===== src/design/toom4_pkg.sv =====
package toom4_pkg;

    ////////////////////
    // wishbone side

    localparam int WB_DATA_W = 32;
    localparam int WB_ADR_W  = 6;     // word address

    localparam logic [WB_ADR_W-1:0] REG_U_BASE = 6'd0;    // words 0..7
    localparam logic [WB_ADR_W-1:0] REG_V_BASE = 6'd8;    // words 8..15
    localparam logic [WB_ADR_W-1:0] REG_CTRL   = 6'd16;   // bit 0 requests a start
    localparam logic [WB_ADR_W-1:0] REG_STATUS = 6'd17;   // bit 0 busy, bit 1 done
    localparam logic [WB_ADR_W-1:0] REG_W_BASE = 6'd24;   // words 24..31

    ////////////////////
    // toom-cook core

    localparam int NUM_POINTS = 7;

    // 1/x and 1/(x+1) are scaled by x^3 and (x+1)^3
    typedef enum logic [2:0] {
        PT_0,
        PT_1,
        PT_X,
        PT_X1,
        PT_IX,
        PT_IX1,
        PT_INF
    } eval_point_t;

    // straight-line steps follow each other in this order
    typedef enum logic [4:0] {
        ST_IDLE,
        ST_LOAD,
        ST_MUL_GO,
        ST_MUL_WAIT,
        ST_FIX_A,
        ST_FIX_B,
        ST_FIX_C,
        ST_FIX_D,
        ST_FIX_E,
        ST_BC,
        ST_BCDE,
        ST_DIV_P,
        ST_WAIT_P,
        ST_DIV_Q,
        ST_WAIT_Q,
        ST_W3,
        ST_BP,
        ST_DP,
        ST_DIV_M,
        ST_WAIT_M,
        ST_DIV_N,
        ST_WAIT_N,
        ST_W4,
        ST_W5,
        ST_COMBINE
    } core_step_t;

endpackage

===== src/design/toom4_top.sv =====
`timescale 1ns/1ps

module toom4_top #(
    parameter int LIMB_W = 16
) (
    input  logic                           clk,
    input  logic                           reset,
    input  logic                           cyc,
    input  logic                           stb,
    input  logic                           we,
    input  logic [toom4_pkg::WB_ADR_W-1:0]  adr,
    input  logic [toom4_pkg::WB_DATA_W-1:0] dat_w,
    input  logic [3:0]                     sel,
    output logic [toom4_pkg::WB_DATA_W-1:0] dat_r,
    output logic                           ack
);

    logic [4*LIMB_W-1:0] u;
    logic [4*LIMB_W-1:0] v;
    logic                start;
    logic                busy;
    logic                done;
    logic [8*LIMB_W-1:0] w;

    toom4_wb_regs #(.LIMB_W(LIMB_W)) wb_regs_i (
        .clk   (clk),
        .reset (reset),
        .cyc   (cyc),
        .stb   (stb),
        .we    (we),
        .adr   (adr),
        .dat_w (dat_w),
        .sel   (sel),
        .dat_r (dat_r),
        .ack   (ack),
        .u     (u),
        .v     (v),
        .start (start),
        .busy  (busy),
        .done  (done),
        .w     (w)
    );

    toom4_core #(.LIMB_W(LIMB_W)) core_i (
        .clk   (clk),
        .reset (reset),
        .start (start),
        .u     (u),
        .v     (v),
        .busy  (busy),
        .done  (done),
        .w     (w)
    );

endmodule


===== src/design/toom4_wb_regs.sv =====
`timescale 1ns/1ps

module toom4_wb_regs #(
    parameter int LIMB_W = 16
) (
    input  logic                           clk,
    input  logic                           reset,
    input  logic                           cyc,
    input  logic                           stb,
    input  logic                           we,
    input  logic [toom4_pkg::WB_ADR_W-1:0]  adr,
    input  logic [toom4_pkg::WB_DATA_W-1:0] dat_w,
    input  logic [3:0]                     sel,
    output logic [toom4_pkg::WB_DATA_W-1:0] dat_r,
    output logic                           ack,
    output logic [4*LIMB_W-1:0]            u,
    output logic [4*LIMB_W-1:0]            v,
    output logic                           start,
    input  logic                           busy,
    input  logic                           done,
    input  logic [8*LIMB_W-1:0]            w
);
    import toom4_pkg::*;

    localparam int OP_W      = 4 * LIMB_W;
    localparam int RES_W     = 8 * LIMB_W;
    localparam int OP_WORDS  = (OP_W + WB_DATA_W - 1) / WB_DATA_W;
    localparam int RES_WORDS = (RES_W + WB_DATA_W - 1) / WB_DATA_W;

    logic [OP_WORDS*WB_DATA_W-1:0]  u_reg;
    logic [OP_WORDS*WB_DATA_W-1:0]  v_reg;
    logic [RES_WORDS*WB_DATA_W-1:0] w_pad;
    logic [WB_DATA_W-1:0]           rd_word;
    logic                           req;
    logic                           u_hit;
    logic                           v_hit;
    logic                           w_hit;

    // blocks are 8 words wide and 8-word aligned
    function automatic logic in_block(logic [WB_ADR_W-1:0] a, logic [WB_ADR_W-1:0] base,
                                      int unsigned words);
        return (a[WB_ADR_W-1:3] == base[WB_ADR_W-1:3]) && (int'(a[2:0]) < words);
    endfunction

    assign req   = cyc && stb && !ack;   // new request, ack one edge later
    assign u_hit = in_block(adr, REG_U_BASE, OP_WORDS);
    assign v_hit = in_block(adr, REG_V_BASE, OP_WORDS);
    assign w_hit = in_block(adr, REG_W_BASE, RES_WORDS);

    assign u     = u_reg[OP_W-1:0];
    assign v     = v_reg[OP_W-1:0];
    assign w_pad = (RES_WORDS * WB_DATA_W)'(w);

    always_ff @(posedge clk) begin
        if (reset) begin
            ack   <= 1'b0;
            start <= 1'b0;
            u_reg <= '0;
            v_reg <= '0;
        end else begin
            ack   <= req;
            // start request dropped while the core runs
            start <= req && we && (adr == REG_CTRL) && dat_w[0] && !busy && !start;
            if (req && we && u_hit) begin
                u_reg[adr[2:0]*WB_DATA_W +: WB_DATA_W] <= dat_w;
            end
            if (req && we && v_hit) begin
                v_reg[adr[2:0]*WB_DATA_W +: WB_DATA_W] <= dat_w;
            end
        end
    end

    ////////////////////
    // read path

    always_comb begin
        rd_word = '0;   // unmapped reads as zero
        if (u_hit) begin
            rd_word = u_reg[adr[2:0]*WB_DATA_W +: WB_DATA_W];
        end else if (v_hit) begin
            rd_word = v_reg[adr[2:0]*WB_DATA_W +: WB_DATA_W];
        end else if (w_hit) begin
            rd_word = w_pad[adr[2:0]*WB_DATA_W +: WB_DATA_W];
        end else if (adr == REG_STATUS) begin
            rd_word = WB_DATA_W'({done, busy});
        end
    end

    always_ff @(posedge clk) begin
        if (req) begin
            dat_r <= rd_word;   // valid while ack is high
        end
    end

    a_ack_single: assert property (@(posedge clk) disable iff (reset) ack |=> !ack);

    // byte lanes are not decoded, so writes must be full words
    a_full_word: assert property (@(posedge clk) disable iff (reset)
        cyc && stb && we |-> sel == 4'hf);

endmodule


===== src/design/toom4_core.sv =====
`timescale 1ns/1ps

module toom4_core #(
    parameter int LIMB_W = 16
) (
    input  logic                clk,
    input  logic                reset,
    input  logic                start,
    input  logic [4*LIMB_W-1:0] u,
    input  logic [4*LIMB_W-1:0] v,
    output logic                busy,
    output logic                done,
    output logic [8*LIMB_W-1:0] w
);
    import toom4_pkg::*;

    localparam int EVAL_W = LIMB_W + 3;
    localparam int PROD_W = 2 * EVAL_W - 1;
    localparam int RES_W  = 8 * LIMB_W;
    localparam int CO_W   = 2 * LIMB_W - 1;   // true width of w0..w6

    core_step_t        step;
    eval_point_t       point;
    logic [PROD_W-1:0] wr [NUM_POINTS];
    logic [EVAL_W-1:0] u_val;
    logic [EVAL_W-1:0] v_val;
    logic [PROD_W-1:0] prod;
    logic              mul_start;
    logic              mul_done;
    logic [PROD_W-1:0] div1_in;
    logic [PROD_W-1:0] div1_q;
    logic              div1_start;
    logic              div1_done;
    logic [PROD_W-1:0] div2_in;
    logic [PROD_W-1:0] div2_q;
    logic              div2_start;
    logic              div2_done;
    logic [RES_W-1:0]  combo;

    // slots chosen so each coefficient ends in wr[k]
    function automatic int unsigned slot(eval_point_t pt);
        case (pt)
            PT_0:    return 0;
            PT_X1:   return 1;
            PT_X:    return 2;
            PT_1:    return 3;
            PT_IX:   return 4;
            PT_IX1:  return 5;
            default: return 6;
        endcase
    endfunction

    // products by (x+1)^3, (x+1)^5, (x+1)^6
    function automatic logic [PROD_W-1:0] mul_s3(logic [PROD_W-1:0] a);
        return a ^ (a << 1) ^ (a << 2) ^ (a << 3);
    endfunction

    function automatic logic [PROD_W-1:0] mul_s5(logic [PROD_W-1:0] a);
        return a ^ (a << 1) ^ (a << 4) ^ (a << 5);
    endfunction

    function automatic logic [PROD_W-1:0] mul_s6(logic [PROD_W-1:0] a);
        return a ^ (a << 2) ^ (a << 4) ^ (a << 6);
    endfunction

    assign busy       = (step != ST_IDLE);
    assign mul_start  = (step == ST_MUL_GO);
    assign div1_start = (step == ST_DIV_P) || (step == ST_DIV_M);
    assign div2_start = (step == ST_DIV_Q) || (step == ST_DIV_N);
    assign div1_in    = (step == ST_DIV_P) ? wr[5] : wr[1];
    assign div2_in    = (step == ST_DIV_Q) ? wr[4] ^ (wr[5] << 5) ^ (wr[5] << 1)
                                           : wr[2] ^ (wr[1] << 5) ^ (wr[1] << 1);

    toom4_eval #(.LIMB_W(LIMB_W)) eval_u_i (
        .clk(clk), .load(step == ST_LOAD), .point(point), .limbs(u), .value(u_val)
    );

    toom4_eval #(.LIMB_W(LIMB_W)) eval_v_i (
        .clk(clk), .load(step == ST_LOAD), .point(point), .limbs(v), .value(v_val)
    );

    clmul_seq #(.W_IN(EVAL_W)) mul_i (
        .clk(clk), .reset(reset), .start(mul_start),
        .a(u_val), .b(v_val), .p(prod), .done(mul_done)
    );

    exact_div #(.W(PROD_W), .DIVISOR('h12)) div_x_i (          // x^4 + x
        .clk(clk), .reset(reset), .start(div1_start),
        .dividend(div1_in), .quotient(div1_q), .done(div1_done)
    );

    exact_div #(.W(PROD_W), .DIVISOR('h14)) div_x2_i (         // x^4 + x^2
        .clk(clk), .reset(reset), .start(div2_start),
        .dividend(div2_in), .quotient(div2_q), .done(div2_done)
    );

    ////////////////////
    // sequencer

    always_ff @(posedge clk) begin
        if (reset) begin
            step  <= ST_IDLE;
            point <= PT_0;
            done  <= 1'b0;
            w     <= '0;
        end else begin
            case (step)
                ST_IDLE: begin
                    if (start) begin
                        step  <= ST_LOAD;
                        point <= PT_0;
                        done  <= 1'b0;
                    end
                end
                ST_MUL_WAIT: begin
                    if (mul_done && point == PT_INF) begin
                        step <= ST_FIX_A;
                    end else if (mul_done) begin
                        point <= eval_point_t'(point + 3'd1);
                        step  <= ST_LOAD;
                    end
                end
                ST_WAIT_P: if (div1_done) step <= ST_DIV_Q;
                ST_WAIT_Q: if (div2_done) step <= ST_W3;
                ST_WAIT_M: if (div1_done) step <= ST_DIV_N;
                ST_WAIT_N: if (div2_done) step <= ST_W4;
                ST_COMBINE: begin
                    w    <= combo;
                    done <= 1'b1;
                    step <= ST_IDLE;
                end
                default: step <= core_step_t'(step + 5'd1);   // straight-line step
            endcase
        end
    end

    ////////////////////
    // products and interpolation

    // A,B,C,D,E are the point values with w0 and w6 removed
    always_ff @(posedge clk) begin
        case (step)
            ST_MUL_WAIT: if (mul_done) wr[slot(point)] <= prod;
            ST_FIX_A:  wr[3] <= wr[3] ^ wr[0] ^ wr[6];
            ST_FIX_B:  wr[2] <= wr[2] ^ wr[0] ^ (wr[6] << 6);
            ST_FIX_C:  wr[4] <= wr[4] ^ (wr[0] << 6) ^ wr[6];
            ST_FIX_D:  wr[1] <= wr[1] ^ wr[0] ^ mul_s6(wr[6]);
            ST_FIX_E:  wr[5] <= wr[5] ^ mul_s6(wr[0]) ^ wr[6];
            ST_BC:     wr[4] <= wr[4] ^ wr[2];                 // B+C
            ST_BCDE:   wr[5] <= wr[5] ^ wr[1] ^ wr[4];         // B+C+D+E
            ST_WAIT_P: if (div1_done) wr[5] <= div1_q;         // p = w1+w5
            ST_WAIT_Q: if (div2_done) wr[4] <= div2_q;         // q = w2+w4
            ST_W3:     wr[3] <= wr[3] ^ wr[4] ^ wr[5];
            ST_BP:     wr[2] <= wr[2] ^ (wr[3] << 3) ^ (wr[4] << 4) ^ (wr[5] << 5);
            ST_DP: begin
                // D' folded onto B'
                wr[1] <= wr[1] ^ wr[2] ^ mul_s3(wr[3]) ^ wr[4] ^ (wr[4] << 4)
                         ^ mul_s5(wr[5]);
            end
            ST_WAIT_M: if (div1_done) wr[1] <= div1_q;
            ST_WAIT_N: if (div2_done) wr[2] <= div2_q;
            ST_W4:     wr[4] <= wr[4] ^ wr[2];
            ST_W5:     wr[5] <= wr[5] ^ wr[1];
            default: ;
        endcase
    end

    // overlap the coefficients at limb offsets
    always_comb begin
        combo = '0;
        for (int k = 0; k < NUM_POINTS; k++) begin
            combo = combo ^ (RES_W'(wr[k][CO_W-1:0]) << (k * LIMB_W));
        end
    end

    a_no_start_busy: assert property (@(posedge clk) disable iff (reset) start |-> !busy);

endmodule


===== src/design/exact_div.sv =====
`timescale 1ns/1ps

module exact_div #(
    parameter int W       = 37,
    parameter int DIVISOR = 'h12
) (
    input  logic         clk,
    input  logic         reset,
    input  logic         start,
    input  logic [W-1:0] dividend,
    output logic [W-1:0] quotient,
    output logic         done
);

    // lowest set bit of the divisor
    function automatic int low_bit(int d);
        int pos;
        pos = 0;
        for (int i = 31; i >= 0; i--) begin
            if (d[i]) pos = i;
        end
        return pos;
    endfunction

    localparam int LOW   = low_bit(DIVISOR);
    localparam int CNT_W = $clog2(W + 1);

    logic [W-1:0]     rem;
    logic [W-1:0]     rem_sh;
    logic [W-1:0]     div_sh;
    logic [CNT_W-1:0] cnt;
    logic             running;

    assign rem_sh = rem >> cnt;             // bit LOW is the term to cancel
    assign div_sh = W'(DIVISOR) << cnt;

    always_ff @(posedge clk) begin
        if (reset) begin
            running <= 1'b0;
            done    <= 1'b0;
            cnt     <= '0;
        end else begin
            done <= 1'b0;
            if (start) begin
                running <= 1'b1;
                cnt     <= '0;
            end else if (running) begin
                cnt <= cnt + 1'b1;
                if (cnt == CNT_W'(W - 1)) begin
                    running <= 1'b0;
                    done    <= 1'b1;
                end
            end
        end
    end

    always_ff @(posedge clk) begin
        if (start) begin
            rem      <= dividend;
            quotient <= '0;
        end else if (running) begin
            if (rem_sh[LOW]) begin
                rem <= rem ^ div_sh;
            end
            quotient <= {rem_sh[LOW], quotient[W-1:1]};   // low coefficient first
        end
    end

    a_exact: assert property (@(posedge clk) disable iff (reset) done |-> rem == '0);

endmodule


===== src/design/clmul_seq.sv =====
`timescale 1ns/1ps

module clmul_seq #(
    parameter int W_IN = 19
) (
    input  logic              clk,
    input  logic              reset,
    input  logic              start,
    input  logic [W_IN-1:0]   a,
    input  logic [W_IN-1:0]   b,
    output logic [2*W_IN-2:0] p,
    output logic              done
);

    localparam int P_W   = 2 * W_IN - 1;
    localparam int CNT_W = $clog2(W_IN + 1);

    logic [P_W-1:0]   a_sh;
    logic [W_IN-1:0]  b_sh;
    logic [CNT_W-1:0] cnt;
    logic             running;

    always_ff @(posedge clk) begin
        if (reset) begin
            running <= 1'b0;
            done    <= 1'b0;
            cnt     <= '0;
        end else begin
            done <= 1'b0;
            if (start) begin
                running <= 1'b1;
                cnt     <= '0;
            end else if (running) begin
                cnt <= cnt + 1'b1;
                if (cnt == CNT_W'(W_IN - 1)) begin
                    running <= 1'b0;
                    done    <= 1'b1;   // product final on this edge
                end
            end
        end
    end

    // one bit of b per cycle
    always_ff @(posedge clk) begin
        if (start) begin
            a_sh <= P_W'(a);
            b_sh <= b;
            p    <= '0;
        end else if (running) begin
            if (b_sh[0]) begin
                p <= p ^ a_sh;
            end
            a_sh <= a_sh << 1;
            b_sh <= b_sh >> 1;
        end
    end

    a_no_restart: assert property (@(posedge clk) disable iff (reset) start |-> !running);

endmodule


===== src/design/toom4_eval.sv =====
`timescale 1ns/1ps

module toom4_eval #(
    parameter int LIMB_W = 16
) (
    input  logic                   clk,
    input  logic                   load,
    input  toom4_pkg::eval_point_t point,
    input  logic [4*LIMB_W-1:0]    limbs,
    output logic [LIMB_W+2:0]      value
);
    import toom4_pkg::*;

    localparam int EVAL_W = LIMB_W + 3;

    logic [LIMB_W-1:0] l0, l1, l2, l3;
    logic [EVAL_W-1:0] c0, c1, c2, c3;
    logic [EVAL_W-1:0] at_x;
    logic [EVAL_W-1:0] at_x1;
    logic [EVAL_W-1:0] ev;
    logic              recip;

    assign {l3, l2, l1, l0} = limbs;
    assign recip = (point == PT_IX) || (point == PT_IX1);

    // reciprocal points use the reversed limb order
    assign c0 = EVAL_W'(recip ? l3 : l0);
    assign c1 = EVAL_W'(recip ? l2 : l1);
    assign c2 = EVAL_W'(recip ? l1 : l2);
    assign c3 = EVAL_W'(recip ? l0 : l3);

    assign at_x  = c0 ^ (c1 << 1) ^ (c2 << 2) ^ (c3 << 3);
    assign at_x1 = c0 ^ c1 ^ (c1 << 1)                      // (x+1)
                 ^ c2 ^ (c2 << 2)                           // (x+1)^2
                 ^ c3 ^ (c3 << 1) ^ (c3 << 2) ^ (c3 << 3);  // (x+1)^3

    always_comb begin
        case (point)
            PT_0:          ev = c0;
            PT_1:          ev = c0 ^ c1 ^ c2 ^ c3;
            PT_X, PT_IX:   ev = at_x;
            PT_X1, PT_IX1: ev = at_x1;
            default:       ev = c3;   // infinity, top limb
        endcase
    end

    always_ff @(posedge clk) begin
        if (load) begin
            value <= ev;
        end
    end

endmodule


===== config.mk =====
export PLATFORM = sky130hd
export DESIGN_NAME = toom4_top
export DESIGN_NICKNAME = d
export VERILOG_FILES = /design/src/design/toom4_pkg.sv /design/src/design/toom4_top.sv /design/src/design/toom4_wb_regs.sv /design/src/design/toom4_core.sv /design/src/design/exact_div.sv /design/src/design/clmul_seq.sv /design/src/design/toom4_eval.sv
export SDC_FILE = /design/constraint.sdc
export NUM_CORES = 2
export LEC_CHECK = 0
export BUFFER_PORTS_ARGS = -buffer_cell sky130_fd_sc_hd__clkbuf_2
export CORE_MARGIN = 1
export CORE_UTILIZATION = 47
export CTS_BUF_LIST = sky130_fd_sc_hd__clkbuf_4 sky130_fd_sc_hd__clkbuf_8
export DETAILED_ROUTE_END_ITERATION = 8
export GPL_ROUTABILITY_DRIVEN = 1
export PLACE_DENSITY = 0.69
export SLEW_MARGIN = 20
export SYNTH_ARGS = -nofsm -noshare
export SYNTH_HDL_FRONTEND = slang
export SYNTH_HIERARCHICAL = 1
export SYNTH_SLANG_ARGS = --single-unit

===== constraint.sdc =====
create_clock -name clk -period 10.01 [get_ports clk]
set_clock_uncertainty 0.05 [all_clocks]
set_input_delay 0.5005 -clock clk [delete_from_list [all_inputs] [get_ports clk]]
set_output_delay 0.5005 -clock clk [all_outputs]
set_load 0.005 [all_outputs]

Word-level counts from Yosys, hierarchy flattened
Memory sizes are Yosys's and may differ from the RTL's.
Index checks and enable logic that the tools add are counted.
{"block": "op_classes", "addsub": 6, "n_lt_le_gt_ge": 2, "eq_ne": 45, "shift": 9, "muxes": 120, "n_bitwise": 88, "reduce_logical": 49}
{"cell": "37-bit bitwise XOR", "n": 42}
{"cell": "37-bit 2-to-1 mux", "n": 24}
{"cell": "37-bit OR reduction", "n": 5}
{"cell": "19-bit case mux with 4 select lines", "n": 2}
{"cell": "64-bit bitwise mux", "n": 2}
{"cell": "16-bit 2-to-1 mux", "n": 8}
{"cell": "128-bit by 9-bit variable part select with 32-bit output", "n": 1}
{"cell": "64-bit by 9-bit variable part select with 32-bit output", "n": 2}
{"cell": "128-bit by 111-bit bitwise XOR with 128-bit output", "n": 1}
{"cell": "128-bit by 127-bit bitwise XOR with 128-bit output", "n": 1}
{"cell": "128-bit by 63-bit bitwise XOR with 128-bit output", "n": 1}
{"cell": "128-bit by 79-bit bitwise XOR with 128-bit output", "n": 1}
{"cell": "128-bit by 95-bit bitwise XOR with 128-bit output", "n": 1}
{"cell": "32-bit 2-to-1 mux", "n": 3}
{"cell": "16-bit bitwise XOR", "n": 6}
{"cell": "19-bit 2-to-1 mux", "n": 4}
{"cell": "19-bit by 16-bit bitwise XOR with 19-bit output", "n": 4}
{"cell": "19-bit by 17-bit bitwise XOR with 19-bit output", "n": 4}
{"cell": "19-bit by 18-bit bitwise XOR with 19-bit output", "n": 4}
{"cell": "5-bit by 6-bit << shifter with 37-bit output, first input constant", "n": 2}
{"cell": "32-bit by 34-bit variable shift with 64-bit output, first input constant", "n": 1}
{"cell": "32-bit by 34-bit variable part select with 64-bit output", "n": 1}
{"cell": "1-bit 2-to-1 mux", "n": 55}
{"cell": "5-bit == test, second input constant", "n": 10}
{"cell": "45 further kinds", "n": 134}
{"block": "word_totals", "ff_bits": 601, "ramBits": 259, "input_bits": 47, "output_inout_bits": 33, "wordCells": 348, "mem_count": 1}
{"name": "core_i.wr", "words": 7, "word_bits": 37, "rd": 7, "rd_ports_with_merged_regs": 0, "wr": 1, "line_no": "toom4_core.sv:24", "source": "logic [PROD_W-1:0] wr [NUM_POINTS];"}

Logic depth before layout (Yosys ltp)
{"block": "depth", "word_depth": 12, "depth_mapped": 13, "ltp_nobuf": 8}

Hierarchy
The synthesis kept the hierarchy.
{"mod": "toom4_core", "n_inst": 1, "cells_per_inst": 3310, "area_each_um2": 30377.9, "seq_area_each_um2": 10500.1}
{"mod": "toom4_wb_regs", "n_inst": 1, "cells_per_inst": 775, "area_each_um2": 8506.9, "seq_area_each_um2": 3563.4}
{"mod": "toom4_eval", "n_inst": 2, "cells_per_inst": 480, "area_each_um2": 3848.7, "seq_area_each_um2": 570.5}
{"mod": "clmul_seq", "n_inst": 1, "cells_per_inst": 374, "area_each_um2": 4415.5, "seq_area_each_um2": 2382.3}
{"mod": "exact_div at core_i.div_x_i", "n_inst": 1, "cells_per_inst": 413, "area_each_um2": 4174.0, "seq_area_each_um2": 1981.9}
{"mod": "exact_div at core_i.div_x2_i", "n_inst": 1, "cells_per_inst": 403, "area_each_um2": 4030.1, "seq_area_each_um2": 1951.9}

Least setup slack after synthesis
No wires, ideal clock.
{"block": "synth_timing", "path_kind": "register -> register", "start": "reg core_i.step[1]", "end": "mem core_i/wr[4][0] (netlist bit), enable pin", "setup_time_ns": 0.483, "arrival_time_ns": 4.404, "required_time_ns": 9.477, "setup_slack_ns": 5.073, "stages_incl_launch_ff": 7, "path_buffers": 1, "synth_period_minus_slack_ns": 4.937, "cell_sequence": "dfxtp_1 -> ha_1 -> clkbuf_1 -> nor4b_1 -> nand2_1 -> or3_1 -> o21ai_0"}
{"block": "synth_via", "elab_chain_cells": 10, "word_cells_on_any_way": 77, "cone_classes": "eq/ne: 17; mux: 44; bitwise: 11; reduce/logical: 5"}
{"element": "start: declaration", "line_no": "toom4_core.sv:22", "source": "core_step_t step;"}
{"element": "start signal: assignment", "line_no": "toom4_core.sv:132", "source": "default: step <= core_step_t'(step + 5'd1);"}
{"element": "5-bit by 3-bit == test with 1-bit output, or another cell as far along", "line_no": "toom4_core.sv:142", "source": "case (step)"}
{"element": "1-bit 2-to-1 mux", "line_no": "toom4_core.sv:142"}
{"element": "1-bit 2-to-1 mux (implied by the code), or another cell as far along", "line_no": "toom4_core.sv:144", "source": "ST_FIX_A: wr[3] <= wr[3] ^ wr[0] ^ wr[6];"}
{"element": "1-bit bitwise OR (no source line)"}
{"element": "37-bit OR reduction (no source line) or 1-bit bitwise OR (tied branches)"}
{"element": "3-bit 2-to-1 mux (no source line), or another cell as far along (2 in a row)"}
{"element": "3-bit 2-to-1 mux (no source line) or 1-bit 2-to-1 mux (tied branches) (3 in a row)"}
{"element": "end: declaration", "line_no": "toom4_core.sv:24"}
Parallel ways exist; a longest one is shown, timed or not.

Worst setup path in the final report
{"block": "layout_timing", "start": "reg core_i.step[4]", "end": "mem core_i/wr[5][34] (netlist bit) (data pin)"}
{"block": "layout_via", "elab_chain_cells": 10, "word_cells_on_any_way": 80, "cone_classes": "eq/ne: 16; mux: 48; bitwise: 11; reduce/logical: 5"}
{"element": "5-bit by 3-bit == test with 1-bit output, or another cell as far along", "line_no": "toom4_core.sv:142"}
{"element": "1-bit 2-to-1 mux", "line_no": "toom4_core.sv:142"}
{"element": "1-bit 2-to-1 mux (implied by the code), or another cell as far along", "line_no": "toom4_core.sv:144"}
{"element": "1-bit bitwise OR (no source line)"}
{"element": "37-bit OR reduction (no source line) or 1-bit bitwise OR (tied branches)"}
{"element": "37-bit 2-to-1 mux (no source line), or another cell as far along"}
{"element": "37-bit 2-to-1 mux (no source line) or 37-bit OR reduction (tied branches)"}
{"element": "37-bit 2-to-1 mux (no source line) (2 in a row)"}
{"element": "37-bit 2-to-1 mux (no source line) (*)"}
Mark *: on every way between the ends. The rest lies on a longest branch, timed or not.

==> impl_metrics.yaml <==
run_status:
  outcome: "finished clean"
worst_setup_path:
  criticalPathCategory: "reg2reg"
  cp_top_family: "buffers and inverters"
  worst_path_max_delay_cell: "sky130_fd_sc_hd__nand4_1"
  worst_path_cell_chain: "nand4b_1 > or2_2 > buf_4 > nand4_1 > buf_4 > nor2_4 > buf_4 > buf_4 > mux2i_1 > mux2_1"
  cpMostUsedCell: "sky130_fd_sc_hd__buf_4"
  critical_path.max_stage_delay_ns: 1.04
  critical_path.startpoint_type: "register"
  critPathMaxFanout: 47
  worst-path-buf-inv: 4
  timing.critical_path.required_ns: 10.59
  setup.worst_path.end_class: "register"
  worstPathArrival_ns: 6.94
sta:
  worst_hold_slack_ns: 0.0654
  setup_tns_ns: 0
  setup_repair_after_global_routing_missed_its_margin: "no"
  hold_viol_final: 0
  worst-slew-pin-transition_ns: 1.19
  max_clock_freq_mhz: 157
  final_max_slew_viol_count: 0
  timing.final.ws_setup_ns: 3.64
  final_period_minus_worst_setup_slack_ns: 6.37
  post-route-period-util_pct: 63.6
  slew_headroom_pct: 19.7
  finalSetupViolCount: 0
global_route:
  number_of_antenna_violations_at_the_first_check_in_global_routing: 9
  grt.met1_usage_pct: 41.7
  grt_pass1_vias: 44800
  pin_count_of_the_biggest_net_entering_global_routing: 218
  grt_pass1_wl_um: 305000
  grt.met2_usage_pct: 47.8
  grt-busiest-layer: "met2"
  all_layer_global_routing_usage_pct: 32.4
  met3_usage_pct: 8.42
  overflow: 0
route:
  route.vias.total: 47600
  route.detailed.wl_per_inst_um: 27.4
  drt_pass1_iterations: 6
  routed_via_density: 6.19
  drt-total-wl_um: 211000
  drtAntennaViolNets: 0
  post-route-drc-count: 0
  drt_iter0_drc: 6916
layout:
  nets: 6001
  largest_register: "core_i/wr"
  largestRegisters: "core_i/wr (259), core_i/w (127)"
  final_core_utilization_pct: 51.1
  post_route_cells_drive_above_1_share_pct: 13.1
  max_ffs_per_register: 259
  synthToLayoutAreaGrowth_pct: 7.30
clocking:
  numCtsBuffers: 157
  clock_tree_from_tritoncts: "yes"
  cts.reportedPaths.clkPinSlew_ns: 0.06
  ctsLongestPathBuffers: 3
  htreeDepth: 4
  cts_root_buffer: "sky130_fd_sc_hd__clkbuf_8"
  cts_repair_resize_count: 0
  cts.hold.buffers_added: 30
  worstSkewPairLatency_ns: 0.93
  postCtsSetupRepairBufs: 0
  clkSinkCount: 856
logic_synthesis:
  synthesized_area_per_cell_sq_um: 9.50
  number_of_instances_in_the_synthesized_netlist: 6229
  synth_fp_nets: 6303
  post_synth_instance_area_sq_mm: 0.0592
  ys_warn_count: 6
die:
  core_area_sq_mm: 0.124
  design.die.area_sq_mm: 0.127
  die_h_um: 357
  boundaryPins: 80
  chipWidth_um: 357
  rows: 129
  start_util_pct: 47.6
power_and_ir_drop:
  power_density_mw_per_mm2: 166
  leakage_nw: 22.9
  ir_worst_vdd_mv: 0.159
run:
  max_capacitance_violation_total: 0
placed_design:
  hpwl_after_detailed_placement_um: 143000
  port_buffers: 75
  gp_congestion: 1.00
  dp_worst_setup_slack_ns: 4.14
hold_path:
  min-delay-path-class: "in2reg"
-- layout by cell type, fill, tap and decap left out, drive strengths merged, types with 17 or more instances in the layout --
cell and instances:
a31oi 102, clkinv 40, xor2 416, buf 98
nor2 486, a211oi 129, dfxtp 418, a2111oi 33
mux2i 352, nand2b 179, inv 51, o2111ai 17
dlygate4sd3 30, o221ai 32, nor2b 75, nand3 125
clkbuf 306, mux2 234, xnor2 1040, o211ai 66
a21oi 160, nand2 463, and3 33, o22ai 53
a21o 19, o21a 37, and2 21, nor3 67
ha 27, mux4 45, a211o 19, o21ai 226
edfxtp 438
-- power breakdown --
group | total [mW] | internal, mW | switching [mW]
clock network | 3.84 | 2.19 | 1.65
registers | 4.54 | 4.10 | 0.443
logic | 2.15 | 0.934 | 1.22
-- layer usage --
layer  wire, um  up-vias
met5         76        -
met4      15900        8
met3      24600      794
met2      89200     2989
met1      81100    23000
li1           -    20900
-- stage by stage --
step / instances / power [mW] / instance area (sq um)
final: 7700 / 10.5 / 63500
after global routing: 7699 / 10.9 / 63500
after CTS: 7698 / 10.5 / 63500
after detailed placement: 7375 / 6.68 / 59600
after global placement: 7375 / 6.63 / 59600
after floorplan: 6229 / 6.03 / 59200
-- tightest hold or removal path, delay by kind of cell --
family	cells	cell delay [ns]
and+or+nand+nor	1	0.24
buffers and inverters	1	0.13
muxes	1	0.10
-- area by class of cell --
type,instances,area (sq um)
Clock buffer,232,2880
Tap cell,1637,2050
Clock inverter,61,676
Multi-Input combinational cell,4661,34700
Inverter,49,184
Timing Repair Buffer,202,1430
Fill cell,11200,60800
Antenna cell,2,5.00
Sequential cell,856,21500
-- worst paths after layout --
kind	from	cells after the start	to	slack, ns
max	core_i/step[4]$_SDFFE_PP0P_	10	core_i/wr[5][34]$_DFFE_PP_	3.64
min	dat_w[28]	3	wb_regs_i/v[60]$_SDFFE_PP0P_	0.07
max reg2reg	core_i/step[4]$_SDFFE_PP0P_	10	core_i/wr[5][34]$_DFFE_PP_	3.64
min reg2reg	core_i/w[11]$_SDFFE_PP0P_	2	core_i/w[11]$_SDFFE_PP0P_	0.40
Note: power is estimated with default switching activity, not from simulation.
